[config.mk]
export PLATFORM = sky130hd
export DESIGN_NAME = axis_merge_top
export DESIGN_NICKNAME = d
export VERILOG_FILES = /design/src/logic/axis_merge_pkg.sv /design/src/logic/axis_skid_buffer.sv /design/src/logic/packet_arbiter.sv /design/src/logic/merge_output_stage.sv /design/src/logic/axis_merge_top.sv
export SDC_FILE = /design/constraint.sdc
export NUM_CORES = 1
export LEC_CHECK = 0
export ABC_CLOCK_PERIOD_IN_PS = 5030
export BUFFER_PORTS_ARGS = -buffer_cell sky130_fd_sc_hd__buf_2
export CAP_MARGIN = 20
export CORE_UTILIZATION = 25
export CTS_CLUSTER_DIAMETER = 150
export CTS_CLUSTER_SIZE = 8
export DETAILED_ROUTE_END_ITERATION = 8
export PLACE_DENSITY = 0.45
export SLEW_MARGIN = 10
export SYNTH_ARGS = -nofsm -noshare
export SYNTH_HDL_FRONTEND = slang
export SYNTH_HIERARCHICAL = 1
export SYNTH_SLANG_ARGS = --single-unit
[constraint.sdc]
create_clock -name aclk -period 5.03 [get_ports aclk]
set_input_delay 0.2515 -clock aclk [delete_from_list [all_inputs] [get_ports aclk]]
set_output_delay 0.2515 -clock aclk [all_outputs]
set_load 0.02 [all_outputs]
[src/logic/axis_merge_pkg.sv]
// shared widths, beat structs and arbiter states for the four-port stream merge
// import inside module bodies, use scoped names in port lists
package axis_merge_pkg;

    // number of merged source ports
    localparam int num_ports = 4;

    // width of a source port index, also the width of tid
    localparam int port_w = 2;

    // payload widths
    localparam int data_w = 32;
    localparam int keep_w = 4;

    // one stream beat as carried through the merge
    typedef struct packed {
        // payload word
        logic [data_w-1:0] tdata;
        // byte enables, one per tdata byte
        logic [keep_w-1:0] tkeep;
        // sideband bit, passed through untouched
        logic              tuser;
        // marks the final beat of a packet
        logic              tlast;
    } axis_beat_t;

    // beat on the merged output, tagged with its source port
    typedef struct packed {
        // unchanged source beat
        axis_beat_t        beat;
        // index of the port the beat came from
        logic [port_w-1:0] tid;
    } merged_beat_t;

    // packet arbiter states
    typedef enum logic {
        // no packet in progress, grant follows requests
        arb_idle,
        // packet in progress, grant held until tlast leaves
        arb_locked
    } arb_state_t;

endpackage

[src/logic/axis_skid_buffer.sv]
// two-entry input buffer for one source port, with s_ready driven from a flop
// one instance per port sits between the outside source and the merge core
`timescale 1ns/1ns

module axis_skid_buffer (
    input  logic                     aclk,
    input  logic                     reset,
    input  logic                     s_valid,
    output logic                     s_ready,
    input  axis_merge_pkg::axis_beat_t s_beat,
    output logic                     buf_valid,
    input  logic                     buf_ready,
    output axis_merge_pkg::axis_beat_t buf_beat
);
    import axis_merge_pkg::*;

    // main entry feeds the core, skid entry catches the beat that
    // arrives in the cycle before s_ready drops
    axis_beat_t main_beat;
    axis_beat_t skid_beat;
    logic       main_valid;
    logic       skid_valid;
    logic       main_valid_d;
    logic       skid_valid_d;

    // payload load enables
    logic       load_main_in;
    logic       load_main_skid;
    logic       load_skid;

    logic       push;
    logic       pop;

    assign push = s_valid & s_ready;
    assign pop  = main_valid & buf_ready;

    always_comb begin
        main_valid_d   = main_valid;
        skid_valid_d   = skid_valid;
        load_main_in   = 1'b0;
        load_main_skid = 1'b0;
        load_skid      = 1'b0;
        if (skid_valid) begin
            // both full, s_ready is low so no push here
            if (pop) begin
                load_main_skid = 1'b1;
                skid_valid_d   = 1'b0;
            end
        end else if (main_valid) begin
            if (pop && push) begin
                // drain and refill main in the same cycle
                load_main_in = 1'b1;
            end else if (pop) begin
                main_valid_d = 1'b0;
            end else if (push) begin
                // main is stuck, park the new beat in skid
                load_skid    = 1'b1;
                skid_valid_d = 1'b1;
            end
        end else if (push) begin
            load_main_in = 1'b1;
            main_valid_d = 1'b1;
        end
    end

    // control flops
    always_ff @(posedge aclk) begin
        if (reset) begin
            main_valid <= 1'b0;
            skid_valid <= 1'b0;
            s_ready    <= 1'b1;
        end else begin
            main_valid <= main_valid_d;
            skid_valid <= skid_valid_d;
            // ready only drops once both entries hold a beat
            s_ready    <= ~skid_valid_d;
        end
    end

    // payload flops
    always_ff @(posedge aclk) begin
        if (load_main_in)
            main_beat <= s_beat;
        else if (load_main_skid)
            main_beat <= skid_beat;
        if (load_skid)
            skid_beat <= s_beat;
    end

    assign buf_valid = main_valid;
    assign buf_beat  = main_beat;

endmodule

[src/logic/packet_arbiter.sv]
// packet-locked round-robin arbiter over the source port buffers
// grant is held on one port from its first accepted beat until the tlast beat
`timescale 1ns/1ns

module packet_arbiter (
    input  logic                              aclk,
    input  logic                              reset,
    input  logic [axis_merge_pkg::num_ports-1:0] req,
    input  logic                              take,
    input  logic                              take_last,
    output logic                              grant_valid,
    output logic [axis_merge_pkg::port_w-1:0]    grant_port
);
    import axis_merge_pkg::*;

    arb_state_t        state;
    arb_state_t        state_d;

    // last granted port, also the locked port while a packet is open
    logic [port_w-1:0] last_port;
    logic [port_w-1:0] last_port_d;

    // round-robin search result
    logic              rr_found;
    logic [port_w-1:0] rr_port;

    // search cyclically from the port after the last one granted
    always_comb begin
        logic [port_w-1:0] idx;
        rr_found = 1'b0;
        rr_port  = last_port;
        for (int i = 1; i <= num_ports; i++) begin
            // index wraps naturally at port_w bits
            idx = last_port + port_w'(i);
            if (!rr_found && req[idx]) begin
                rr_found = 1'b1;
                rr_port  = idx;
            end
        end
    end

    // grant outputs
    always_comb begin
        if (state == arb_locked) begin
            // hold the open packet's port whatever else requests
            grant_valid = 1'b1;
            grant_port  = last_port;
        end else begin
            // idle grant follows requests in the same cycle
            grant_valid = rr_found;
            grant_port  = rr_port;
        end
    end

    // next state
    always_comb begin
        state_d     = state;
        last_port_d = last_port;
        case (state)
            arb_idle: begin
                if (take) begin
                    last_port_d = grant_port;
                    // single-beat packet needs no lock
                    if (!take_last)
                        state_d = arb_locked;
                end
            end
            arb_locked: begin
                // release, new grant searched next cycle
                if (take_last)
                    state_d = arb_idle;
            end
            default: begin
                state_d = arb_idle;
            end
        endcase
    end

    always_ff @(posedge aclk) begin
        if (reset) begin
            state     <= arb_idle;
            // previous port counts as the highest so port 0 goes first
            last_port <= port_w'(num_ports - 1);
        end else begin
            state     <= state_d;
            last_port <= last_port_d;
        end
    end

endmodule

[src/logic/merge_output_stage.sv]
// output register of the merge, muxes the granted port's beat and tags it with tid
// also reports accepted beats back to the arbiter as take and take_last
`timescale 1ns/1ns

module merge_output_stage (
    input  logic                                    aclk,
    input  logic                                    reset,
    input  logic                                    grant_valid,
    input  logic [axis_merge_pkg::port_w-1:0]          grant_port,
    input  logic [axis_merge_pkg::num_ports-1:0]       buf_valid,
    input  axis_merge_pkg::axis_beat_t [axis_merge_pkg::num_ports-1:0] buf_beat,
    output logic [axis_merge_pkg::num_ports-1:0]       buf_ready,
    output logic                                    take,
    output logic                                    take_last,
    output logic                                    m_valid,
    input  logic                                    m_ready,
    output axis_merge_pkg::merged_beat_t               m_beat
);
    import axis_merge_pkg::*;

    // register can load this cycle
    logic       accept_en;

    // beat of the granted port
    axis_beat_t sel_beat;
    logic       sel_valid;

    // register empty or being drained downstream
    assign accept_en = ~m_valid | m_ready;

    assign sel_beat  = buf_beat[grant_port];
    assign sel_valid = buf_valid[grant_port];

    // ready goes only to the granted port, and only when the register can load
    always_comb begin
        buf_ready = '0;
        for (int i = 0; i < num_ports; i++) begin
            if (grant_valid && (grant_port == port_w'(i)))
                buf_ready[i] = accept_en;
        end
    end

    // handshake seen by the arbiter, computed once here
    assign take      = grant_valid & sel_valid & accept_en;
    assign take_last = take & sel_beat.tlast;

    // output valid
    always_ff @(posedge aclk) begin
        if (reset) begin
            m_valid <= 1'b0;
        end else if (accept_en) begin
            // empty the register when nothing new arrives
            m_valid <= take;
        end
    end

    // output payload, held while m_ready is low
    always_ff @(posedge aclk) begin
        if (take) begin
            m_beat.beat <= sel_beat;
            m_beat.tid  <= grant_port;
        end
    end

endmodule

[src/logic/axis_merge_top.sv]
// four-port packet-preserving stream merge
// source beats pass skid buffers, a locked arbiter and one output register
`timescale 1ns/1ns

module axis_merge_top (
    input  logic                                    aclk,
    input  logic                                    reset,
    input  logic [axis_merge_pkg::num_ports-1:0]       s_valid,
    output logic [axis_merge_pkg::num_ports-1:0]       s_ready,
    input  axis_merge_pkg::axis_beat_t [axis_merge_pkg::num_ports-1:0] s_beat,
    output logic                                    m_valid,
    input  logic                                    m_ready,
    output axis_merge_pkg::merged_beat_t               m_beat
);
    import axis_merge_pkg::*;

    // buffered per-port streams
    logic       [num_ports-1:0] buf_valid;
    logic       [num_ports-1:0] buf_ready;
    axis_beat_t [num_ports-1:0] buf_beat;

    // arbiter to output stage
    logic                       grant_valid;
    logic       [port_w-1:0]    grant_port;

    // accepted beat report back to the arbiter
    logic                       take;
    logic                       take_last;

    // one skid buffer per source port
    for (genvar i = 0; i < num_ports; i++) begin : skid_gen
        axis_skid_buffer skid_i (
            .aclk      (aclk),
            .reset     (reset),
            .s_valid   (s_valid[i]),
            .s_ready   (s_ready[i]),
            .s_beat    (s_beat[i]),
            .buf_valid (buf_valid[i]),
            .buf_ready (buf_ready[i]),
            .buf_beat  (buf_beat[i])
        );
    end

    // requests are the buffered valids
    packet_arbiter arb_i (
        .aclk        (aclk),
        .reset       (reset),
        .req         (buf_valid),
        .take        (take),
        .take_last   (take_last),
        .grant_valid (grant_valid),
        .grant_port  (grant_port)
    );

    merge_output_stage out_i (
        .aclk        (aclk),
        .reset       (reset),
        .grant_valid (grant_valid),
        .grant_port  (grant_port),
        .buf_valid   (buf_valid),
        .buf_beat    (buf_beat),
        .buf_ready   (buf_ready),
        .take        (take),
        .take_last   (take_last),
        .m_valid     (m_valid),
        .m_ready     (m_ready),
        .m_beat      (m_beat)
    );

endmodule

## Yosys cells after proc, flatten, opt, wreduce, memory -nomap -nowiden

Index checks and enable logic that the tools add are counted.

- Flip-flop bits (word level): 360
- Bits of input ports: 159
- Logic and storage cells: 194

- Add/subtract/negate cells: 3
- $lt $le $gt $ge: 5
- Equality and inequality tests: 3
- Muxes and demuxes: 93
- Bitwise operators: 18
- Reduce and logical (&&, ||, !) cells: 20

Operators by type and width:

| kind | number |
|---|---|
| two-way mux 38 bit | 9 |
| binary-select mux 38 bit (select 2 bit) | 1 |
| two-way mux 1 bit | 72 |
| less-than comparator 2 x 3 -> 1 bit, second input constant | 5 |
| bitwise AND 1 bit | 11 |
| logical AND 1 bit | 11 |
| binary-select mux 1 bit (select 2 bit) | 5 |
| two-way mux 2 bit | 5 |
| nonzero test 2 bit | 4 |
| inverter 1 bit | 6 |
| adder 2 bit, second input constant | 2 |
| == test 2 bit, second input constant | 2 |
| zero test 1 bit | 3 |
| adder 2 x 1 -> 2 bit, second input constant | 1 |
| == test 2 x 1 -> 1 bit, second input constant | 1 |
| zero test 2 bit | 1 |
| one-hot mux 1 bit (2 select lines) | 1 |
| AND reduction 2 bit | 1 |
| OR 1 bit | 1 |

## Longest topological paths before layout

- Depth in word-level cells: 23
- Mapped depth: 14

## By module

The synthesis kept the hierarchy.

Modules (own cells, without submodules):

| module | times used | cells an instance | area each (um^2) | seq. area each (um^2) |
|---|---|---|---|---|
| axis_skid_buffer | 4 | 131 | 2941.6 | 2342.2 |
| merge_output_stage | 1 | 105 | 2304.7 | 1221.2 |
| packet_arbiter | 1 | 44 | 347.8 | 60.1 |

## Worst setup path after synthesis

No wires, ideal clock.

- Kind: register to register
- Start point: register skid_gen[2].skid_i.main_valid
- End point: register skid_gen[1].skid_i.skid_valid
- Data arrival time: 5.213 ns
- Data required time: 4.960 ns
- Path slack: -0.252 ns
- Stages on the path, launching flop included: 10
- Buffers on the path: 2
- Clock period less this slack: 5.282 ns
- Path through: dfxtp_1 -> or3b_1 -> a21oi_2 -> nand3b_1 -> o211ai_1 -> buf_6 -> buf_4 -> and4b_1 -> nor3b_1 -> o21ba_2

- Cells in the longest elaborated chain, start to end: 21

Ends and longest elaborated chain:

| element | line | text |
|---|---|---|
| from (decl) | axis_skid_buffer.sv:21 | `logic main_valid;` |
| from (signal assigned) | axis_skid_buffer.sv:73 | `main_valid <= main_valid_d;` |
| binary-select mux 1 bit (select 2 bit) | packet_arbiter.sv:35 | `if (!rr_found && req[idx]) begin` |
| two-way mux 1 bit (not written as such) | packet_arbiter.sv:35 |  |
| two-way mux 1 bit | packet_arbiter.sv:35 |  |
| zero test 1 bit | packet_arbiter.sv:35 |  |
| logical AND 1 bit | packet_arbiter.sv:35 |  |
| two-way mux 1 bit | packet_arbiter.sv:35 |  |
| zero test 1 bit | packet_arbiter.sv:35 |  |
| logical AND 1 bit | packet_arbiter.sv:35 |  |
| (+5 left out) | n/a |  |
| named net grant_port[0] | axis_merge_top.sv:24 | `logic [port_w-1:0] grant_port;` |
| (+1 left out) | n/a |  |
| logical AND 1 bit (*) | merge_output_stage.sv:38 | `if (grant_valid && (grant_port == port_w'(i)))` |
| two-way mux 1 bit (*) | merge_output_stage.sv:38 |  |
| named net buf_ready[1] | axis_merge_top.sv:19 | `logic [num_ports-1:0] buf_ready;` |
| bitwise AND 1 bit (*) | axis_skid_buffer.sv:35 | `assign pop = main_valid & buf_ready;` |
| two-way mux 1 bit / logical AND 1 bit (equally long branches) | axis_skid_buffer.sv:53, axis_skid_buffer.sv:50 |  |
| two-way mux 1 bit | axis_skid_buffer.sv:50 | `if (pop && push) begin` |
| two-way mux 1 bit | axis_skid_buffer.sv:49 | `end else if (main_valid) begin` |
| two-way mux 1 bit (*) | axis_skid_buffer.sv:43 | `if (skid_valid) begin` |
| to (signal assigned) | axis_skid_buffer.sv:74 | `skid_valid <= skid_valid_d;` |
| to (decl) | axis_skid_buffer.sv:22 | `logic skid_valid;` |

The timed path passes the listed nets; every way through them passes the cells marked *. The select of a mux whose other input is x is not followed.
A chain may end at the register's enable or synchronous reset.

## Final worst setup path

- Start point: register skid_gen[3].skid_i.main_valid
- End point: register skid_gen[3].skid_i.main_beat (netlist bit skid_gen[3].skid_i/buf_beat[27]) (data pin)

- Cells in the longest elaborated chain, start to end: 22

Ends and longest elaborated chain:

| element | line | text |
|---|---|---|
| from (decl) | axis_skid_buffer.sv:21 |  |
| from (signal assigned) | axis_skid_buffer.sv:73 |  |
| binary-select mux 1 bit (select 2 bit) | packet_arbiter.sv:35 |  |
| two-way mux 1 bit (not written as such) | packet_arbiter.sv:35 |  |
| two-way mux 1 bit | packet_arbiter.sv:35 |  |
| zero test 1 bit | packet_arbiter.sv:35 |  |
| logical AND 1 bit | packet_arbiter.sv:35 |  |
| two-way mux 1 bit | packet_arbiter.sv:35 |  |
| zero test 1 bit | packet_arbiter.sv:35 |  |
| logical AND 1 bit | packet_arbiter.sv:35 |  |
| (+5 left out) | n/a |  |
| named net grant_port[1] | axis_merge_top.sv:24 |  |
| (+2 left out) | n/a |  |
| two-way mux 1 bit (*) | merge_output_stage.sv:38 |  |
| named net buf_ready[3] | axis_merge_top.sv:19 |  |
| bitwise AND 1 bit (*) | axis_skid_buffer.sv:35 |  |
| logical AND 1 bit (*) | axis_skid_buffer.sv:50 |  |
| two-way mux 1 bit (*) | axis_skid_buffer.sv:50 |  |
| two-way mux 1 bit (*) | axis_skid_buffer.sv:49 |  |
| two-way mux 1 bit (*) | axis_skid_buffer.sv:43 |  |
| two-way mux 38 bit (*) | axis_skid_buffer.sv:82 | `if (load_main_in)` |
| to (signal assigned) | axis_skid_buffer.sv:83 | `main_beat <= s_beat;` |
| to (signal assigned) | axis_skid_buffer.sv:85 | `main_beat <= skid_beat;` |
| to (decl) | axis_skid_buffer.sv:19 | `axis_beat_t main_beat;` |

Marked as above.

==> flow_summary_export.csv <==
group,metric,value,unit
outcome,status,"finished, final reports clean",
sta,fin_crit,4.31,ns
sta,rsz0062_at_grt,"false",
synthesis,synth_seq_cells,360,
routing,viasPerCell,4.19,
routing,vias,7751,
setup_path,cp_cell_sequence,"nor2_1 -> a211o_2 -> mux2i_4 -> nand2_1 -> nor3b_1 -> inv_1 -> a21oi_4 -> buf_4 -> mux2_2",
min_path,hold_depth,3,
synthesis,synthTopCellsByArea,"edfxtp_1 (72%), mux2_2 (9.1%), mux4_2 (5.6%)",
cts,clockBufferDepth,3,
sta,max_freq,232,MHz
floorplan,die_area,0.0586,mm²
floorplan,die_height,242,µm
cts,clkSinkCount,360,
cts,cts_tree,"yes",
cts,cts_resized,0,
global_routing,grt_pass1_wl,56200,µm
layout,nets,1229,
synthesis,yosysSeqAreaShare,0.739,
power,p_clk_frac,0.279,
setup_path,worstSetupPathDepth,9,
placed_design,post-place-ws,0.707,ns
global_routing,grtUsageTotal,0.132,
global_routing,antenna_found_initial,1,
floorplan,die_x,242,µm
routing,first_pass_iters,4,
routing,drtIter0Drc,380,
cts,cts_buffers,50,
setup_path,cp.arrival,4.63,ns
setup_path,startpoint_type,"flop",
layout,final_area,0.0193,mm²
global_routing,grt_overflow,0,
power,pwr-share-comb,0.298,
floorplan,start_util,0.254,
synthesis,synth_top_family_by_area,"multiplexers",
synthesis,synthesis.area,0.0144,mm²
layout,areaGrowthSynthToFinish,33.6,%
placed_design,gp_congestion,0.691,
routing,wl,38600,µm
synthesis,synthFlopType,"edfxtp_1",
synthesis,synth_cell_type_count,44,
routing,post-route-drc-count,0,
sta,fin_crit_sh,0.857,
power,seqPwrFrac,0.423,
cts,cts_root_buf,"clkbuf_16",
synthesis,synth_mux_area_frac,0.194,
sta,finalClockSkew,0.0237,ns
setup_path,max_stage_delay,0.77,ns
setup_path,path_buf_inv,2,
placed_design,portBuffers,203,
synthesis,synth_top_cell_by_area,"edfxtp_1",
synthesis,yosys.area_share.simple,0.0241,
synthesis,avgSynthCellArea,21.4,µm²
power,internal-power,7.71,mW
floorplan,core_area,0.0567,mm²
routing,wl_per_cell,20.9,µm
synthesis,synth_compound_area_frac,0.0222,
sta,relSlewSlack,0.367,
synthesis,synth.top_cells.by_count,"edfxtp_1 (344), mux2_2 (116), mux2_4 (36), mux4_2 (36), dfxtp_1 (16)",
cts,path_clk_slew,0.06,ns
placed_design,place_area,0.0163,mm²
power,p_leak,6.82,nW
setup_path,worst_path_max_delay_cell,"nor3b_1",
setup_path,path_max_fanout,38,
power,p_sw_frac,0.307,
job,drv_cap,0,
synthesis,synth_xor_area_frac,0,
sta,tns,0,ns
power,ir_drop,0.385,mV
layout,drive_above_1_share,0.446,
setup_path,worst_setup_path_end_kind,"flop",
synthesis,async_flop_share,0,
layout,diodes,0,
cts,clock_latency,0.58,ns
setup_path,worst-r2r-cell-count,9,
sta,drv_slew,0,
synthesis,yosys_warnings,6,
power,p_total,11.1,mW
layout,fill_cells,5410,
setup_path,critPathRequiredTime,5.35,ns
floorplan,pin_count,204,
sta,setup_violations,0,
setup_path,crit_type,"reg2reg",
synthesis,synth_edf_count,344,
power,p_sw,3.41,mW
sta,timing.final.ws_setup,0.721,ns
placed_design,place_hpwl,22600,µm
synthesis,synth_top_area_share,0.716,
synthesis,synthCells,673,
global_routing,grt_pass1_vias,8545,
setup_path,critPathTopFamily,"simple AND/OR/NAND/NOR gates",
sta,hold_viol,0,
layout,fin_util,0.340,
synthesis,synth_nets,832,
power,power.density,578,mW/mm²
floorplan,rows,87,
min_path,hp-class,"in2reg",
sta,worst_slew_pin_slew,0.936,ns
synthesis,yosysMostFrequentCell,"edfxtp_1",
routing,ant_nets,0,
cts,cts_max_level,2,
synthesis,synth-adder-area-share,0,
global_routing,grt_max_degree,39,
-- cell usage in the layout (no fill, tap or decap), drive strengths merged, types with 2 or more instances in the layout --
master / n
a21boi: 4
inv: 8
edfxtp: 344
o21bai: 4
dfxtp: 16
nor2: 6
a21oi: 10
buf: 219
mux2: 152
nand2b: 2
nand3b: 8
nor3: 7
clkbuf: 74
nand2: 3
mux4: 40
nor3b: 7
dlygate4sd3: 154
a31o: 4
or3b: 3
o21ba: 4
mux2i: 3
o21ai: 7
-- worst paths after layout --
kind	endpoint	slack [ns]	from
min	skid_gen[2].skid_i/buf_valid	0.04	s_valid[2]
min reg2reg	skid_gen[0].skid_i/buf_beat[8]	0.54	skid_gen[0].skid_i/skid_beat[8]
max reg2reg	skid_gen[3].skid_i/buf_beat[27]	0.72	skid_gen[3].skid_i/buf_valid
max	skid_gen[3].skid_i/buf_beat[27]	0.72	skid_gen[3].skid_i/buf_valid
-- metal layers --
metal	share of wire	up-vias	global-route usage
li1	-	3541	-
met1	0.46	3954	0.178
met2	0.47	197	0.212
met3	0.051	59	0.0277
met4	0.021	0	0.0389
met5	0	-	0
-- state kept, by name, summed over array words and instances (netlist names) --
name and cells:
out_i/m_beat 40, out_i/m_valid 1, skid_gen.skid_i/skid_valid 4, skid_gen.skid_i/buf_valid 4, skid_gen.skid_i/s_ready 4, skid_gen.skid_i/skid_beat 152
arb_i/last_port 2, arb_i/state 1, skid_gen.skid_i/buf_beat 152
-- power groups by stage --
stage	clock (mW)	combinational (mW)	sequential [mW]
3_3_place_gp	0	3.31	4.76
4_1_cts	3.22	3.43	4.72
5_1_grt	3.32	3.58	4.78
6_report	3.11	3.32	4.70
3_5_place_dp	0	3.32	4.76
2_1_floorplan	0	2.10	4.89
-- worst register-to-register path, stage by stage (launching register included) --
cell	delay [ns]
dfxtp_1	0.65
nor2_1	0.10
a211o_2	0.31
mux2i_4	0.57
nand2_1	0.15
nor3b_1	0.77
inv_1	0.21
a21oi_4	0.21
buf_4	0.63
mux2_2	0.46
-- cells by family after synthesis --
family                 after synthesis
AOI/OAI and AO/OA                   39
buffers and inverters               34
DFF                                360
muxes                              195
and+or+nand+nor                     45
-- cell type report --
cell class	instances	area [µm²]	share of cell area
Inverter	6	22.5	0.00117
Clock inverter	2	28.8	0.00149
Timing Repair Buffer	373	2690	0.140
Sequential cell	360	10700	0.553
Multi-Input combinational cell	279	3560	0.185
Tap cell	756	946	0.0491
Clock buffer	74	1360	0.0708
-- through the flow --
stage               hold WS, ns  cells
floorplan                 0.321    673
global placement          0.443   1620
detailed placement        0.443   1620
CTS                     0.00413   1850
global route             0.0189   1850
finish                   0.0421   1850
-- what timing repair did --
item,in CTS,in global routing
hold buffers,154,0
hold endpoints to repair,294,0
setup buffers,0,0
Power figures use the tool's default switching activity.
